<file path="src/uart_cfg.svh">
//////////////////////////////////////////////////
// build-time sizes for the UART
// fifo depth is shared by the tx and rx fifos
// apb widths set the slave port of the top level
//////////////////////////////////////////////////
`ifndef UART_CFG_SVH
`define UART_CFG_SVH

// entries per fifo
`define UART_FIFO_DEPTH 16

// apb slave port
`define UART_APB_AW 12
`define UART_APB_DW 32

`endif

</file>
<file path="src/uart_pkg.sv">
//////////////////////////////////////////////////
// register map and shared types of the UART
// offsets are byte addresses on PADDR[2:0]
// MCR, MSR and SCR are not implemented
//////////////////////////////////////////////////
package uart_pkg;

  // register offsets, DLL/DLM share with DLAB set
  localparam logic [2:0] REG_RBR_THR_DLL = 3'd0;
  localparam logic [2:0] REG_IER_DLM     = 3'd1;
  localparam logic [2:0] REG_IIR_FCR     = 3'd2;
  localparam logic [2:0] REG_LCR         = 3'd3;
  localparam logic [2:0] REG_LSR         = 3'd5;

  // interrupt identification, highest priority first
  typedef enum logic [3:0] {
    IIR_NONE = 4'b0001,
    IIR_LINE = 4'b0110,
    IIR_RDA  = 4'b0100,
    IIR_THRE = 4'b0010
  } iir_code_t;

  // line control register layout
  typedef struct packed {
    logic       dlab;      // divisor latch access
    logic       brk;       // stored only
    logic       stick;     // stored only
    logic       even_par;
    logic       par_en;
    logic       stop2;
    logic [1:0] wlen;      // data bits = 5 + wlen
  } lcr_t;

  // rx fifo entry
  typedef struct packed {
    logic       par_err;
    logic [7:0] data;
  } rx_entry_t;

endpackage

</file>
<file path="src/uart_line_if.sv">
//////////////////////////////////////////////////
// line settings from the register file
// regs drives, tx and rx only read
//////////////////////////////////////////////////
`timescale 1ns/1ps

interface uart_line_if;
  logic [15:0] div;       // bit period is div+1 cycles
  logic [1:0]  wlen;      // data bits = 5 + wlen
  logic        par_en;
  logic        even_par;
  logic        stop2;     // two stop bits

  modport regs (output div, wlen, par_en, even_par, stop2);
  modport tx   (input  div, wlen, par_en, even_par, stop2);
  modport rx   (input  div, wlen, par_en, even_par, stop2);
endinterface

</file>
<file path="src/uart_baud_timer.sv">
//////////////////////////////////////////////////
// bit period timer, div_i+1 cycles per bit
// count reloads while run_i is low so each
// frame starts phase aligned
// div_i of 3 or more keeps half tick apart
//////////////////////////////////////////////////
`timescale 1ns/1ps

module uart_baud_timer (
  input  logic        CLK,
  input  logic        RSTN,
  input  logic        run_i,
  input  logic [15:0] div_i,
  output logic        bit_tick_o,   // last cycle of a bit
  output logic        half_tick_o   // middle of a bit
);

  logic [15:0] cnt_q;
  logic        wrap;

  assign wrap = (cnt_q == div_i);

  always_ff @(posedge CLK or negedge RSTN) begin
    if (!RSTN) begin
      cnt_q <= '0;
    end else if (!run_i || wrap) begin
      cnt_q <= '0;              // reload or restart
    end else begin
      cnt_q <= cnt_q + 16'd1;
    end
  end

  assign bit_tick_o  = run_i && wrap;
  assign half_tick_o = run_i && (cnt_q == {1'b0, div_i[15:1]});

endmodule

</file>
<file path="src/uart_fifo.sv">
//////////////////////////////////////////////////
// synchronous fifo, payload type set per instance
// push when full and pop when empty are dropped
// clr_i empties in one cycle and wins over push
//////////////////////////////////////////////////
`timescale 1ns/1ps
`include "uart_cfg.svh"

module uart_fifo #(
  parameter type payload_t = logic [7:0],
  parameter int  DEPTH     = `UART_FIFO_DEPTH
) (
  input  logic                   CLK,
  input  logic                   RSTN,
  input  logic                   clr_i,
  input  logic                   push_i,
  input  payload_t               data_i,
  input  logic                   pop_i,
  output payload_t               data_o,    // head, stale when empty
  output logic                   valid_o,
  output logic [$clog2(DEPTH):0] count_o
);

  localparam int AW = $clog2(DEPTH);

  payload_t        mem [DEPTH];
  logic [AW-1:0]   wr_ptr_q;
  logic [AW-1:0]   rd_ptr_q;
  logic            push_ok;
  logic            pop_ok;

  assign push_ok = push_i && (count_o != DEPTH);
  assign pop_ok  = pop_i && valid_o;

  always_ff @(posedge CLK or negedge RSTN) begin
    if (!RSTN) begin
      wr_ptr_q <= '0;
      rd_ptr_q <= '0;
      count_o  <= '0;
    end else if (clr_i) begin
      wr_ptr_q <= '0;
      rd_ptr_q <= '0;
      count_o  <= '0;
    end else begin
      if (push_ok) wr_ptr_q <= (wr_ptr_q == AW'(DEPTH - 1)) ? '0 : wr_ptr_q + 1'b1;
      if (pop_ok)  rd_ptr_q <= (rd_ptr_q == AW'(DEPTH - 1)) ? '0 : rd_ptr_q + 1'b1;
      count_o <= count_o + push_ok - pop_ok;
    end
  end

  // storage
  always_ff @(posedge CLK) begin
    if (push_ok) mem[wr_ptr_q] <= data_i;
  end

  assign data_o  = mem[rd_ptr_q];
  assign valid_o = (count_o != '0);

endmodule

</file>
<file path="src/uart_tx.sv">
//////////////////////////////////////////////////
// serial transmitter, one frame per fifo entry
// line settings are latched when a byte is taken
// tx_o idles high
//////////////////////////////////////////////////
`timescale 1ns/1ps

module uart_tx (
  input  logic         CLK,
  input  logic         RSTN,
  uart_line_if.tx      line,
  input  logic [7:0]   data_i,
  input  logic         valid_i,
  output logic         take_o,    // pops the tx fifo
  output logic         idle_o,
  output logic         tx_o
);

  typedef enum logic [2:0] {
    TX_IDLE, TX_START, TX_DATA, TX_PARITY, TX_STOP1, TX_STOP2
  } tx_state_t;

  tx_state_t   state_q;
  logic [7:0]  sh_q;        // shift register, lsb goes out first
  logic [2:0]  bit_q;       // data bit index
  logic        par_q;       // running parity
  logic [15:0] div_q;
  logic [1:0]  wlen_q;
  logic        par_en_q;
  logic        stop2_q;
  logic        bit_tick;

  uart_baud_timer u_timer (
    .CLK         (CLK),
    .RSTN        (RSTN),
    .run_i       (state_q != TX_IDLE),
    .div_i       (div_q),
    .bit_tick_o  (bit_tick),
    .half_tick_o ()            // not needed on the tx side
  );

  assign take_o = (state_q == TX_IDLE) && valid_i;
  assign idle_o = (state_q == TX_IDLE);

  always_ff @(posedge CLK or negedge RSTN) begin
    if (!RSTN) begin
      state_q  <= TX_IDLE;
      sh_q     <= '0;
      bit_q    <= '0;
      par_q    <= 1'b0;
      div_q    <= '0;
      wlen_q   <= '0;
      par_en_q <= 1'b0;
      stop2_q  <= 1'b0;
    end else begin
      case (state_q)
        TX_IDLE: if (take_o) begin
          state_q  <= TX_START;
          sh_q     <= data_i;
          bit_q    <= '0;
          par_q    <= ~line.even_par;   // odd parity starts at one
          div_q    <= line.div;
          wlen_q   <= line.wlen;
          par_en_q <= line.par_en;
          stop2_q  <= line.stop2;
        end
        TX_START: if (bit_tick) state_q <= TX_DATA;
        TX_DATA: if (bit_tick) begin
          par_q <= par_q ^ sh_q[0];
          sh_q  <= sh_q >> 1;
          bit_q <= bit_q + 3'd1;
          if (bit_q == {1'b0, wlen_q} + 3'd4) begin   // last data bit
            state_q <= par_en_q ? TX_PARITY : TX_STOP1;
          end
        end
        TX_PARITY: if (bit_tick) state_q <= TX_STOP1;
        TX_STOP1: if (bit_tick) state_q <= stop2_q ? TX_STOP2 : TX_IDLE;
        TX_STOP2: if (bit_tick) state_q <= TX_IDLE;
        default: state_q <= TX_IDLE;
      endcase
    end
  end

  always_comb begin
    case (state_q)
      TX_START:  tx_o = 1'b0;
      TX_DATA:   tx_o = sh_q[0];
      TX_PARITY: tx_o = par_q;
      default:   tx_o = 1'b1;       // idle and stop bits
    endcase
  end

endmodule

</file>
<file path="src/uart_rx.sv">
//////////////////////////////////////////////////
// serial receiver, one sample in the middle of
// each bit, no oversampling
// stop bit is sampled but not checked
// data is zero extended to 8 bits
//////////////////////////////////////////////////
`timescale 1ns/1ps

module uart_rx (
  input  logic                 CLK,
  input  logic                 RSTN,
  uart_line_if.rx              line,
  input  logic                 rx_i,
  output logic                 push_o,    // one cycle per frame
  output uart_pkg::rx_entry_t  entry_o
);

  typedef enum logic [2:0] {
    RX_IDLE, RX_START, RX_DATA, RX_PARITY, RX_STOP
  } rx_state_t;

  rx_state_t  state_q;
  logic       rx_s1_q;
  logic       rx_s2_q;      // synchronized line
  logic       rx_prev_q;    // for edge detect
  logic [7:0] sh_q;         // bits enter at the top
  logic [2:0] bit_q;
  logic       par_q;        // running parity
  logic       perr_q;
  logic       half_tick;

  uart_baud_timer u_timer (
    .CLK         (CLK),
    .RSTN        (RSTN),
    .run_i       (state_q != RX_IDLE),
    .div_i       (line.div),
    .bit_tick_o  (),            // sampling uses the half point only
    .half_tick_o (half_tick)
  );

  // two flop synchronizer
  always_ff @(posedge CLK or negedge RSTN) begin
    if (!RSTN) begin
      rx_s1_q   <= 1'b1;
      rx_s2_q   <= 1'b1;
      rx_prev_q <= 1'b1;
    end else begin
      rx_s1_q   <= rx_i;
      rx_s2_q   <= rx_s1_q;
      rx_prev_q <= rx_s2_q;
    end
  end

  //////////////////////////////////////////////////
  // frame state machine
  //////////////////////////////////////////////////
  always_ff @(posedge CLK or negedge RSTN) begin
    if (!RSTN) begin
      state_q <= RX_IDLE;
      sh_q    <= '0;
      bit_q   <= '0;
      par_q   <= 1'b0;
      perr_q  <= 1'b0;
      push_o  <= 1'b0;
      entry_o <= '0;
    end else begin
      push_o <= 1'b0;
      case (state_q)
        RX_IDLE: if (rx_prev_q && !rx_s2_q) state_q <= RX_START;   // falling edge
        RX_START: if (half_tick) begin
          state_q <= rx_s2_q ? RX_IDLE : RX_DATA;   // high again is a glitch
          bit_q   <= '0;
          par_q   <= ~line.even_par;
          perr_q  <= 1'b0;
        end
        RX_DATA: if (half_tick) begin
          sh_q  <= {rx_s2_q, sh_q[7:1]};
          par_q <= par_q ^ rx_s2_q;
          bit_q <= bit_q + 3'd1;
          if (bit_q == {1'b0, line.wlen} + 3'd4) begin
            state_q <= line.par_en ? RX_PARITY : RX_STOP;
          end
        end
        RX_PARITY: if (half_tick) begin
          perr_q  <= par_q ^ rx_s2_q;   // set on mismatch
          state_q <= RX_STOP;
        end
        RX_STOP: if (half_tick) begin
          push_o          <= 1'b1;
          entry_o.par_err <= perr_q;
          entry_o.data    <= sh_q >> (2'd3 - line.wlen);   // align short words
          state_q         <= RX_IDLE;
        end
        default: state_q <= RX_IDLE;
      endcase
    end
  end

endmodule

</file>
<file path="src/uart_regs.sv">
//////////////////////////////////////////////////
// apb register file of the UART
// no wait states, reads of RBR pop the rx fifo
// interrupt sources are levels, never latched
// unmapped offsets read as zero
//////////////////////////////////////////////////
`timescale 1ns/1ps
`include "uart_cfg.svh"

module uart_regs (
  input  logic                                  CLK,
  input  logic                                  RSTN,
  input  logic [`UART_APB_AW-1:0]               paddr_i,
  input  logic [`UART_APB_DW-1:0]               pwdata_i,
  input  logic                                  pwrite_i,
  input  logic                                  psel_i,
  input  logic                                  penable_i,
  output logic [`UART_APB_DW-1:0]               prdata_o,
  uart_line_if.regs                             line,
  output logic                                  tx_push_o,
  output logic [7:0]                            tx_data_o,
  output logic                                  tx_clr_o,
  input  logic [$clog2(`UART_FIFO_DEPTH):0]     tx_count_i,
  input  logic                                  tx_idle_i,
  output logic                                  rx_pop_o,
  output logic                                  rx_clr_o,
  input  uart_pkg::rx_entry_t                   rx_head_i,
  input  logic                                  rx_valid_i,
  input  logic [$clog2(`UART_FIFO_DEPTH):0]     rx_count_i,
  output logic                                  event_o
);
  import uart_pkg::*;

  localparam int CW = $clog2(`UART_FIFO_DEPTH) + 1;

  lcr_t          lcr_q;
  logic [2:0]    ier_q;       // thre, rda... bit 2 is line status
  logic [7:0]    dll_q;
  logic [7:0]    dlm_q;
  logic [1:0]    trig_q;      // rx trigger select
  logic          tx_clr_q;
  logic          rx_clr_q;
  logic          wr_en;
  logic          rd_en;
  logic [2:0]    addr;
  logic [7:0]    lsr;
  logic [CW-1:0] trig_lvl;
  iir_code_t     iir;

  assign addr  = paddr_i[2:0];
  assign wr_en = psel_i && penable_i && pwrite_i;
  assign rd_en = psel_i && penable_i && !pwrite_i;

  //////////////////////////////////////////////////
  // writes
  //////////////////////////////////////////////////
  always_ff @(posedge CLK or negedge RSTN) begin
    if (!RSTN) begin
      lcr_q    <= '0;
      ier_q    <= '0;
      dll_q    <= '0;
      dlm_q    <= '0;
      trig_q   <= '0;
      tx_clr_q <= 1'b0;
      rx_clr_q <= 1'b0;
    end else begin
      tx_clr_q <= 1'b0;   // one cycle strobes
      rx_clr_q <= 1'b0;
      if (wr_en) begin
        case (addr)
          REG_RBR_THR_DLL: if (lcr_q.dlab) dll_q <= pwdata_i[7:0];
          REG_IER_DLM: begin
            if (lcr_q.dlab) dlm_q <= pwdata_i[7:0];
            else            ier_q <= pwdata_i[2:0];
          end
          REG_IIR_FCR: begin   // fcr is write only
            rx_clr_q <= pwdata_i[1];
            tx_clr_q <= pwdata_i[2];
            trig_q   <= pwdata_i[7:6];
          end
          REG_LCR: lcr_q <= pwdata_i[7:0];
          default: ;
        endcase
      end
    end
  end

  assign tx_push_o = wr_en && (addr == REG_RBR_THR_DLL) && !lcr_q.dlab;
  assign tx_data_o = pwdata_i[7:0];
  assign tx_clr_o  = tx_clr_q;
  assign rx_clr_o  = rx_clr_q;
  assign rx_pop_o  = rd_en && (addr == REG_RBR_THR_DLL) && !lcr_q.dlab && rx_valid_i;

  // line settings out
  assign line.div      = {dlm_q, dll_q};
  assign line.wlen     = lcr_q.wlen;
  assign line.par_en   = lcr_q.par_en;
  assign line.even_par = lcr_q.even_par;
  assign line.stop2    = lcr_q.stop2;

  //////////////////////////////////////////////////
  // status and interrupt
  //////////////////////////////////////////////////
  always_comb begin
    case (trig_q)
      2'd0:    trig_lvl = CW'(1);
      2'd1:    trig_lvl = CW'(4);
      2'd2:    trig_lvl = CW'(8);
      default: trig_lvl = CW'(14);
    endcase
  end

  assign lsr = {1'b0,
                (tx_count_i == '0) && tx_idle_i,   // temt
                (tx_count_i == '0),                // thre
                2'b00,
                rx_valid_i && rx_head_i.par_err,   // head has bad parity
                1'b0,
                rx_valid_i};                       // data ready

  always_comb begin
    if (ier_q[2] && rx_valid_i && rx_head_i.par_err) iir = IIR_LINE;
    else if (ier_q[0] && (rx_count_i >= trig_lvl))   iir = IIR_RDA;
    else if (ier_q[1] && (tx_count_i == '0))         iir = IIR_THRE;
    else                                             iir = IIR_NONE;
  end

  assign event_o = (iir != IIR_NONE);

  // read mux
  always_comb begin
    prdata_o = '0;
    if (rd_en) begin
      case (addr)
        REG_RBR_THR_DLL: prdata_o[7:0] = lcr_q.dlab ? dll_q : rx_head_i.data;
        REG_IER_DLM:     prdata_o[7:0] = lcr_q.dlab ? dlm_q : {5'b0, ier_q};
        REG_IIR_FCR:     prdata_o[7:0] = {4'b1100, iir};
        REG_LCR:         prdata_o[7:0] = lcr_q;
        REG_LSR:         prdata_o[7:0] = lsr;
        default:         prdata_o      = '0;
      endcase
    end
  end

endmodule

</file>
<file path="src/uart_apb_top.sv">
//////////////////////////////////////////////////
// 16550 style UART on an APB-lite slave port
// PREADY is always 1 and PSLVERR always 0
// MCR, MSR, SCR and modem lines are absent
//////////////////////////////////////////////////
`timescale 1ns/1ps
`include "uart_cfg.svh"

module uart_apb_top (
  input  logic                    CLK,
  input  logic                    RSTN,
  input  logic [`UART_APB_AW-1:0] PADDR,
  input  logic [`UART_APB_DW-1:0] PWDATA,
  input  logic                    PWRITE,
  input  logic                    PSEL,
  input  logic                    PENABLE,
  output logic [`UART_APB_DW-1:0] PRDATA,
  output logic                    PREADY,
  output logic                    PSLVERR,
  input  logic                    rx_i,
  output logic                    tx_o,
  output logic                    event_o   // level interrupt
);
  import uart_pkg::*;

  localparam int CW = $clog2(`UART_FIFO_DEPTH) + 1;

  logic          tx_push, tx_clr, tx_take, tx_idle, tx_valid;
  logic [7:0]    tx_wdata, tx_head;
  logic [CW-1:0] tx_count;
  logic          rx_pop, rx_clr, rx_push, rx_valid;
  rx_entry_t     rx_entry, rx_head;
  logic [CW-1:0] rx_count;

  uart_line_if line_if ();

  uart_regs u_regs (
    .CLK        (CLK),
    .RSTN       (RSTN),
    .paddr_i    (PADDR),
    .pwdata_i   (PWDATA),
    .pwrite_i   (PWRITE),
    .psel_i     (PSEL),
    .penable_i  (PENABLE),
    .prdata_o   (PRDATA),
    .line       (line_if),
    .tx_push_o  (tx_push),
    .tx_data_o  (tx_wdata),
    .tx_clr_o   (tx_clr),
    .tx_count_i (tx_count),
    .tx_idle_i  (tx_idle),
    .rx_pop_o   (rx_pop),
    .rx_clr_o   (rx_clr),
    .rx_head_i  (rx_head),
    .rx_valid_i (rx_valid),
    .rx_count_i (rx_count),
    .event_o    (event_o)
  );

  // tx path
  uart_fifo #(.payload_t(logic [7:0]), .DEPTH(`UART_FIFO_DEPTH)) u_tx_fifo (
    .CLK (CLK), .RSTN (RSTN), .clr_i (tx_clr),
    .push_i (tx_push), .data_i (tx_wdata), .pop_i (tx_take),
    .data_o (tx_head), .valid_o (tx_valid), .count_o (tx_count)
  );

  uart_tx u_tx (
    .CLK (CLK), .RSTN (RSTN), .line (line_if),
    .data_i (tx_head), .valid_i (tx_valid),
    .take_o (tx_take), .idle_o (tx_idle), .tx_o (tx_o)
  );

  // rx path, a full fifo drops the frame
  uart_rx u_rx (
    .CLK (CLK), .RSTN (RSTN), .line (line_if),
    .rx_i (rx_i), .push_o (rx_push), .entry_o (rx_entry)
  );

  uart_fifo #(.payload_t(rx_entry_t), .DEPTH(`UART_FIFO_DEPTH)) u_rx_fifo (
    .CLK (CLK), .RSTN (RSTN), .clr_i (rx_clr),
    .push_i (rx_push), .data_i (rx_entry), .pop_i (rx_pop),
    .data_o (rx_head), .valid_o (rx_valid), .count_o (rx_count)
  );

  assign PREADY  = 1'b1;   // no wait states
  assign PSLVERR = 1'b0;

endmodule

</file>
<file path="config.mk">
export PLATFORM = sky130hd
export DESIGN_NAME = uart_apb_top
export DESIGN_NICKNAME = d
export VERILOG_FILES = /design/src/uart_pkg.sv /design/src/uart_line_if.sv /design/src/uart_baud_timer.sv /design/src/uart_fifo.sv /design/src/uart_tx.sv /design/src/uart_rx.sv /design/src/uart_regs.sv /design/src/uart_apb_top.sv
export VERILOG_INCLUDE_DIRS = /design/src
export SDC_FILE = /design/constraint.sdc
export NUM_CORES = 1
export LEC_CHECK = 0
export ABC_CLOCK_PERIOD_IN_PS = 7300
export BUFFER_PORTS_ARGS = -buffer_cell sky130_fd_sc_hd__buf_2
export CAP_MARGIN = 10
export CORE_MARGIN = 3
export CORE_UTILIZATION = 50
export CTS_BUF_LIST = sky130_fd_sc_hd__clkbuf_16
export CTS_CLUSTER_SIZE = 25
export DETAILED_ROUTE_END_ITERATION = 8
export PLACE_DENSITY = 0.67
export SETUP_SLACK_MARGIN = 0.3
export SKIP_CTS_REPAIR_TIMING = 1
export SLEW_MARGIN = 25
export SYNTH_ARGS = -nofsm -noshare
export SYNTH_HDL_FRONTEND = slang
export SYNTH_HIERARCHICAL = 1
export SYNTH_SLANG_ARGS = --single-unit
</file>
<file path="constraint.sdc">
create_clock -name CLK -period 7.3 [get_ports CLK]
set_input_delay 0.73 -clock CLK [delete_from_list [all_inputs] [get_ports CLK]]
set_output_delay 0.73 -clock CLK [all_outputs]
set_load 0.01 [all_outputs]
</file>
# Word-level counts from Yosys, hierarchy flattened
# Memory sizes are Yosys's and may differ from the RTL's.
# Cells that the tools add are included.
# word_totals
output_inout_bits	36
mem_count	2
regBits	153
input_bits	50
word_cells	231
ramBits	272
# classes
reduce_logical	58
mux	70
order_cmp	1
addsub	15
bitwise_logic	4
n_eq_ne	40
shift	1
# mem_list
memory	depth	width	rd	rd_ports_with_merged_regs	wr	line	rtl
u_rx_fifo.mem	16	9	1	0	1	uart_fifo.sv:26	payload_t mem [DEPTH];
u_tx_fifo.mem	16	8	1	0	1	uart_fifo.sv:26	
# op_table
cell	count
two-way mux 3 bit	19
two-way mux 4 bit	14
two-way mux 8 bit	5
one-hot mux 8 bit (5 select lines)	1
adder 16 x 1 -> 16 bit, second input constant	2
equality test 16 bit	2
two-way mux 16 bit	2
!= test 2 x 1 -> 1 bit, second input constant	13
logical AND 1 bit	22
equality test 3 x 2 -> 1 bit, second input constant	6
one-hot mux 3 bit (6 select lines)	1
AND reduction 3 bit	6
adder 4 x 1 -> 4 bit, second input constant	4
equality test 16 x 15 -> 1 bit	1
equality test 4 bit, second input constant	4
one-hot mux 8 bit (2 select lines)	1
two-way mux 1 bit	15
one-hot mux 3 bit (5 select lines)	1
nonzero test 2 bit	7
equality test 3 bit, second input constant	4
one-hot mux 3 bit (2 select lines)	2
one-hot mux 4 bit (3 select lines)	1
adder 5 x 1 -> 5 bit	2
two-way mux 5 bit	2
27 further kinds	52

# Depth between registers and ports, before layout
# Gate-level depths: netlist of run 1.
# depth
depth_word	8
depth_mapped	16

# Cells and area by module
# The synthesis of run 1 kept the hierarchy.
# by_module_without_submodules
mod	seq_area_each_um2	area_per_inst_um2	cells_per_inst	instances
uart_fifo (u_rx_fifo)	4649.5	6556.3	363	1
uart_fifo (u_tx_fifo)	4169.0	5873.1	317	1
uart_baud_timer	400.4	1189.9	127	2
uart_regs	775.7	2063.2	201	1
uart_tx	875.8	1665.3	127	1
uart_rx	729.4	1396.3	128	1
uart_apb_top	0.0	22.5	4	1

# Least setup slack after synthesis of run 1
# No wires, ideal clock.
# synth_timing
path_type	input -> register
from	input PADDR[2]
to	register u_tx_fifo.count_o[4]
setup_ps	123
t_arrival_ps	3134
setup_slack_ps	4043
stages	14
n_path_buf	2
t_required_ps	7177
path_cell_list	buf_6 -> or3_1 -> clkbuf_1 -> nor3_1 -> nand2_1 -> ha_1 -> inv_1 -> ha_1 -> inv_1 -> fa_1 -> nor2b_1 -> o21bai_1 -> a21oi_1 -> nor3b_1
# synth_via
elab_chain_len	7
# synth_rtl
element	line	rtl
start: declaration	uart_apb_top.sv:12	input logic [`UART_APB_AW-1:0] PADDR,
zero test 3 bit	uart_regs.sv:88	assign tx_push_o = wr_en && (addr == REG_RBR_THR_DLL) && !lcr_q.dlab;
logical AND 1 bit (2 in series)	uart_regs.sv:88	
net tx_push	uart_apb_top.sv:28	logic tx_push, tx_clr, tx_take, tx_idle, tx_valid;
logical AND 1 bit	uart_fifo.sv:32	assign push_ok = push_i && (count_o != DEPTH);
adder 5 x 1 -> 5 bit	uart_fifo.sv:47	count_o <= count_o + push_ok - pop_ok;
subtractor 5 x 1 -> 5 bit	uart_fifo.sv:47	
two-way mux 5 bit	uart_fifo.sv:40	end else if (clr_i) begin
end signal: assignment	uart_fifo.sv:47	
end: declaration	uart_fifo.sv:21	output logic [$clog2(DEPTH):0] count_o
# The timed path passes the listed nets, and every way through them passes these cells.
# A chain may end at the register's enable or synchronous reset.

==> run metrics, run 1 <==
Hold Crit Class=input port to async pin; DRT Pass-1 Iters=5; Die ar.=42000 um^2; Place WS=3250 ps; status=complete, no violations; core box area=38800 um^2; R2R depth=11; number of synthesis warnings=6; Worst slew margin=34.6%; DR WL/cell=21.0 um; layout cells sized above 1=17.3%; die height=205 um; drt drc=0; reg-to-reg critical path startpoint=u_regs/lcr_q[7]; peak supply drop=between 0.0002 and 0.00025 V; initial antenna violation count=1; Multi-input gate area=6880 um^2; Final nets=1455; Routed WL=40500 um; Ports=86; R2R Setup Slk=~4000 ps; Seq. cell area=about 12000 um^2; worst setup path endpoint=PRDATA[2]; post-route clock period utilization=64.0%; CP arrival=3940 ps; Synth Cell Area=between 15000 and 20000 um^2; final hold vios=0; Setup Viol. Count Final=0; critical path type=flop to output pin; # fillers=3092; Leakage=8.19 nW; Worst setup EP type=output pin; row count=between 70 and 80; CTS buffer count=46; Clock Latency Late Sink=580 ps; antenna fix cells=0; vias per cell=5.72; clock buffer depth=3; CTS root buf=clkbuf_16; Critical Path RT=6570 ps; Slew @ Worst Pin=978 ps; Mean Syn Cell Area=14.4 um^2; Max Cap Viol=0; worst reg2reg endpoint=u_tx_fifo/count_o[4]; Synth-to-Final Area Change=7.79%; setup tns final=0 ps; RSZ-0062 raised after global routing=no; vias in the first global route=10800; grt ovf=0; CTS sink cnt=425; final instance area=around 21000 um^2; DR iter-0 viols=708; I/O Buffers=26; commonest non-fill, non-tap cell in the layout=edfxtp_1; GRT Overall Usage=19.6%; most frequent cells in the layout=edfxtp_1, dfrtp_1, mux2i_1; Setup crit start=u_rx_fifo/rd_ptr_q[0]; CTS H-tree depth=2; PwrDens=299 nW/um^2; Layout Skew=21.4 ps; Clock Pin Slew Worst Setup and Hold Paths=60 ps; GPL Wtd Cong=slightly below 0.9; Die W=between 200 and 250 um; CTS tree=done; max frequency=roughly 210 MHz; maximum number of pins on one net before global-route repair=80; global-route wire length before repair=around 64000 um; post-DP HPWL=26300 um; final setup margin=about 2600 ps; via count=11000; Post-DRT Antenna Nets=0; placed instance area=19900 um^2; crit path time final=about 4700 ps; Mapped Cells=1371; initial core utilization=between 50% and 60%; final slew viol count=0; startpoint types=flop; critical path peak fanout=36
-- power by group --
group          switching (mW)  internal [mW]  total, mW  leakage [nW]
clock                   0.937           1.19       2.12         0.720
combinational           0.573          0.625       1.20          2.86
sequential              0.317           2.74       3.06          4.61
-- layout make-up --
class                           count  share of cell area [%]
Sequential cell                   425                    56.3
Multi-Input combinational cell    812                    32.3
Clock buffer                       46                    5.40
Tap cell                          518                    3.04
Clock inverter                     38                    1.09
Inverter                           54                   0.951
Timing Repair Buffer               34                   0.939
-- flip-flops by register name (all words and copies together) (netlist names), 3 cells and up --
name	count
u_rx/u_timer/cnt_q	16
u_regs/ier_q	3
u_rx/bit_q	3
u_tx/div_q	16
u_regs/dlm_q	8
u_tx_fifo/mem	128
u_regs/lcr_q	3
u_rx/sh_q	8
u_tx_fifo/rd_ptr_q	4
u_rx_fifo/mem	144
u_tx/state_q	3
u_tx/sh_q	8
u_tx/u_timer/cnt_q	16
u_tx/bit_q	3
u_rx_fifo/rd_ptr_q	4
u_tx_fifo/wr_ptr_q	4
u_rx/state_q	3
u_rx/entry_o	9
u_regs/dll_q	8
u_rx_fifo/wr_ptr_q	4
u_rx_fifo/count_o	5
u_tx_fifo/count_o	5
-- per-stage QoR --
stage | utilization, % | instances | hold WS, ps | power, mW
floorplan | - | 1394 | 345 | 4.07
global placement | 51.3 | 1843 | 383 | 4.27
detailed placement | 51.3 | 1843 | 385 | 4.30
CTS | 54.9 | 1927 | 186 | 6.43
global route | 54.9 | 1927 | 202 | 6.70
finish | 54.9 | 1927 | 163 | 6.38
-- worst max-delay path, stage by stage, from the launching register on --
cell and delay (ps):
dfrtp_4 840, buf_4 490, mux2i_1 150, a221oi_1 500, o21ai_0 140, nand2_1 190, mux2i_1 100, o31ai_1 210
a21oi_1 70, o22a_1 220, nor2_1 220, buf_2 190
-- worst min-delay path by stage --
stage                 start           end  slack, ps  cells past startpoint
6_report               RSTN  u_tx/sh_q[5]        160                      1
5_1_grt                RSTN  u_tx/sh_q[5]        200                      1
4_1_cts                RSTN  u_tx/sh_q[5]        190                      1
3_5_place_dp   u_rx/rx_s1_q  u_rx/rx_s2_q        380                      0
3_3_place_gp   u_rx/rx_s1_q  u_rx/rx_s2_q        380                      0
2_1_floorplan  u_rx/rx_s1_q  u_rx/rx_s2_q        350                      0
-- layer usage --
layer / track usage (%) / vias up / wire, um
li1: - / 5066 / -
met1: 28.2 / 5634 / 18200
met2: 31.1 / 263 / 19400
met3: 3.21 / 65 / 1910
met4: 6.05 / 2 / 1010
met5: 0 / - / 7
No activity file was read; power rests on OpenSTA's default activity.
==> inputs of run 2 (changes only) <==
ABC_CLOCK_PERIOD_IN_PS = 3700   (was 7300)
PLACE_DENSITY = 0.69   (was 0.67)
clock period = 3.7 ns   (was 7.3 ns; I/O delays follow)
==> run 2 against run 1 <==
Against the previous run:
- cell count increased by 1.4%
- global-route usage decreased by 0.13 points
- final area increased by 2.5%
- clock-buffer cell count increased by 2
- power increased by 100%
- sequential power increased by 96%
- utilization increased by 1.4 points
- critical path type unchanged
- critical endpoint is now PRDATA[1]
==> run metrics, run 2 (synthesized netlist as in run 1, its figures left out) <==
die height=205 um; DRT Pass-1 Iters=5; crit-path most repeated cell=buf_4; critical path type=flop to output pin; CTS H-tree depth=2; Biggest register=u_rx_fifo/mem; Hold Path Depth=1; slowest CP cell=dfrtp_4; CTS tree=done; status=complete, no violations; min-delay src=PWDATA[3]; via count=11200; RSZ-0062 raised after global routing=yes; CTS sink cnt=425; clock buffer depth=3; Die ar.=42000 um^2; Leakage=between 8 and 9 nW; post-route clock period utilization=95.0%; CTS buffer count=46; global-route wire length before repair=between 60000 and 70000 um; Layout Skew=16.8 ps; initial antenna violation count=1; Clock Latency Late Sink=570 ps; crit-path cells=buf_4, buf_4, mux2i_1, a221oi_2, a22oi_1, nand2_1, nand3_1, o211ai_1, o21ai_1, o31ai_2, buf_2; critical path peak fanout=7; Worst setup EP type=output pin; maximum number of pins on one net before global-route repair=83; final slew viol count=0; Routed WL=just over 40000 um; setup tns final=0 ps; I/O Buffers=26; core box area=38800 um^2; Ports=86; CP arrival=3150 ps; Worst slew margin=around two fifths; reg-to-reg critical path startpoint=u_rx_fifo/count_o[2]; crit path time final=3520 ps; Slew @ Worst Pin=923 ps; final setup margin=~180 ps; Max Cap Viol=0; vias per cell=5.73; DR iter-0 viols=735; PwrDens=595 nW/um^2; R2R Setup Slk=480 ps; layout cells sized above 1=20.5%; GPL Wtd Cong=~0.85; Setup Viol. Count Final=0; most frequent cells in the layout=edfxtp_1, dfrtp_1, mux2i_1; Post-DRT Antenna Nets=0; Synth-to-Final Area Change=10.5%; vias in the first global route=10900; WHS Endpoint=u_tx_fifo/mem[8][3]; DR WL/cell=about 21 um; R2R depth=16; Critical Path RT=3330 ps; final hold vios=0; worst reg2reg endpoint=u_rx_fifo/count_o[4]; peak supply drop=0.000449 V; Clock Pin Slew Worst Setup and Hold Paths=60 ps; overall power=13.0 mW; antenna fix cells=0; max frequency=about 280 MHz; post-DP HPWL=26400 um; startpoint types=flop; GRT Overall Usage=19.5%; Slowest Stage Delay on Critical Path=540 ps; initial core utilization=between 50% and 60%; Hold Crit Class=input port to flop; Final nets=1487; largest registers=u_rx_fifo/mem x144, u_tx_fifo/mem x128; CTS root buf=clkbuf_16; drt drc=0; Largest register FFs=144; grt ovf=0; Die W=205 um; fin util=a little under three fifths; row count=roughly 70; Place WS=162 ps; commonest non-fill, non-tap cell in the layout=edfxtp_1
==> run 2: cell count changes in the layout (fill, tap and decap cells not counted), moves of 3 or more <==
| cell | change |
|---|---|
| bufinv_16 | +3 |
| clkbuf_16 | +3 |
| clkinv_1 | -8 |
| o21ai_1 | +3 |
| buf_12 | +5 |
| o21ai_0 | -3 |
| a221oi_4 | +3 |
| buf_4 | +24 |
| inv_1 | -3 |
| a221oi_1 | -5 |
==> run 2: worst max-delay path, delay by kind of cell (launching register included) <==
kind                   cells  cell delay [ps]
and+or+nand+nor            2              250
buffers and inverters      3              550
AOI/OAI and AO/OA          5             1120
DFF                        1              540
muxes                      1              110
==> run 2: worst max path at each step <==
| stage | from | endpoint | slack (ps) |
|---|---|---|---|
| 4_1_cts | u_rx_fifo/rd_ptr_q[0] | PRDATA[7] | -480 |
| 6_report | u_rx_fifo/rd_ptr_q[0] | PRDATA[1] | 180 |
| 3_5_place_dp | u_rx_fifo/rd_ptr_q[0] | PRDATA[7] | 160 |
| 2_1_floorplan | u_tx_fifo/count_o[3] | u_tx_fifo/count_o[4] | 660 |
| 3_3_place_gp | u_rx_fifo/rd_ptr_q[0] | PRDATA[7] | 200 |
| 5_1_grt | u_rx_fifo/rd_ptr_q[0] | PRDATA[1] | 90 |
==> run 2: layout make-up <==
class	instances	area, um^2
Inverter	54	203
Sequential cell	425	12000
Multi-Input combinational cell	812	7000
Timing Repair Buffer	66	548
Fill cell	3068	17000
Clock buffer	48	1200
Clock inverter	31	245
Tap cell	518	648
==> run 2: per-layer routing <==
layer | GRT usage [%] | part of all wire, % | up-vias
li1 | - | - | 5140
met1 | 28.1 | 44 | 5696
met2 | 30.6 | 48 | 281
met3 | 3.48 | 4.9 | 70
met4 | 6.00 | 2.8 | 2
met5 | 0 | 0.017 | -
==> run 2: report_power, final <==
| part | internal [mW] | total [mW] | switching (mW) |
|---|---|---|---|
| logic | 1.36 | 2.58 | 1.22 |
| registers | 5.41 | 6.00 | 0.593 |
| clock network | 2.61 | 4.40 | 1.79 |
| total | 9.38 | 13.0 | 3.61 |
==> run 2: per-stage QoR <==
stage          area [um^2]  hold slack (ps)  instances
2_1_floorplan        19900             74.4       1394
3_3_place_gp         20100              389       1855
3_5_place_dp         20100              387       1855
4_1_cts              21500             -164       1934
5_1_grt              21800              241       1954
6_report             21800              248       1954
==> inputs of run 3 (changes only) <==
RECOVER_POWER = 25   (was default)
==> run 3 against run 2 <==
Against the previous run:
- clock-buffer cell count unchanged
- the run now ends with capacitance limit, slew limit left
- utilization about the same
- via count is 0.31% lower
- routed wire length is 0.28% lower
- clock skew hardly changed
- fmax rose by 0.38%
- final area is essentially flat
- critical path type unchanged
- highest routed layer unchanged
- critical path depth unchanged
- clock power hardly changed
==> run metrics, run 3 (synthesized netlist as in run 1, its figures left out) <==
violated checks=capacitance limit, slew limit; CTS root buf=clkbuf_16; layout cells sized above 1=19.8%; final instance area=21800 um^2; critical path type=flop to output pin; number of cells on the critical path=11; Largest register FFs=144; peak supply drop=about 0.00045 V; drt drc=0; Worst slew margin=-30.7%; vias per cell=around 5.7; critical path peak fanout=7; row count=72; largest registers=u_rx_fifo/mem x144, u_tx_fifo/mem x128; Placed Cells=1855; CTS sink cnt=425; Slew @ Worst Pin=about 2000 ps; fin util=56.2%; initial antenna violation count=1; Setup Viol. Count Final=0; Leakage=8.41 nW; setup tns final=0 ps; crit-path cells=buf_4, buf_4, mux2i_1, a221oi_2, a22oi_1, nand2_1, nand3_1, o211ai_1, o21ai_1, o31ai_2, buf_2; R2R depth=16; Clock Latency Late Sink=570 ps; final setup margin=between 150 and 200 ps; grt ovf=0; GRT Overall Usage=19.5%; Critical Path RT=3330 ps; die height=~200 um; overall power=roughly 13 mW; initial core utilization=50.9%; CTS tree=done; Die W=205 um; Worst setup EP type=output pin; slowest CP cell=dfrtp_4; vias in the first global route=10900; Place WS=162 ps; Clock Pin Slew Worst Setup and Hold Paths=60 ps; DRT Pass-1 Iters=5; hold_ws=424 ps; Non-Filler Instances=1954; crit path time final=3500 ps; antenna fix cells=0; crit-path most repeated cell=buf_4; Max Cap Viol=1; Crit path max-delay family=compound AO/OA/AOI/OAI gates; placed instance area=roughly 20000 um^2; global-route wire length before repair=roughly 63000 um; DR WL/cell=20.9 um; max frequency=286 MHz; via count=11200; commonest non-fill, non-tap cell in the layout=edfxtp_1; final hold vios=0; status=finished with violations; CTS H-tree depth=2; clock buffer depth=3; Hold Path Depth=4; CP arrival=3130 ps; RSZ-0062 raised after global routing=yes; maximum number of pins on one net before global-route repair=83; Biggest register=u_rx_fifo/mem; Hold Crit Class=input port to flop; DR iter-0 viols=approximately 700; core box area=~39000 um^2; Worst Path Buf+Inv=3; post-DP HPWL=26400 um; CTS buffer count=46; PwrDens=595 nW/um^2; Final nets=1487; Post-DRT Antenna Nets=0; Slowest Stage Delay on Critical Path=550 ps; most frequent cells in the layout=edfxtp_1, dfrtp_1, mux2i_1; GPL Wtd Cong=0.848; startpoint types=flop; I/O Buffers=26; post-route clock period utilization=~95%; Die ar.=between 40000 and 50000 um^2; Routed WL=40800 um; Ports=86; Synth-to-Final Area Change=10.4%; Layout Skew=16.8 ps; final slew viol count=72
[run 3: layout make-up]
type / instances / area [um^2]
Multi-Input combinational cell: 812 / 7000
Tap cell: 518 / 648
Fill cell: 3075 / 17000
Clock buffer: 48 / 1200
Timing Repair Buffer: 66 / 532
Inverter: 54 / 203
Clock inverter: 31 / 245
Sequential cell: 425 / 12000
[run 3: final timing paths]
path | slack [ps] | from | end
max in group asynchronous | 1390 | RSTN | u_rx_fifo/rd_ptr_q[0]
max | 200 | u_rx_fifo/rd_ptr_q[0] | PRDATA[1]
min reg2reg | 440 | u_rx/rx_s1_q | u_rx/rx_s2_q
min | 420 | PWRITE | u_regs/trig_q[0]
min in group asynchronous | 860 | RSTN | u_tx/sh_q[5]
max reg2reg | 490 | u_rx_fifo/count_o[2] | u_rx_fifo/count_o[4]
[run 3: report_power, final]
group / switching, mW / internal (mW)
logic: 1.22 / 1.36
clock network: 1.79 / 2.61
registers: 0.592 / 5.41
[run 3: worst min-delay path: stages]
cell and delay, ps:
buf_2 130, nand3_1 170, nor2_1 130, o21ai_0 150
[run 3: metal layers]
layer  track usage, %  wire length, um  vias up
met5                0                7        -
met4             6.00             1150        2
met3             3.48             2150       65
met2             30.6            19600      287
met1             28.1            17900     5661
li1                 -                -     5139
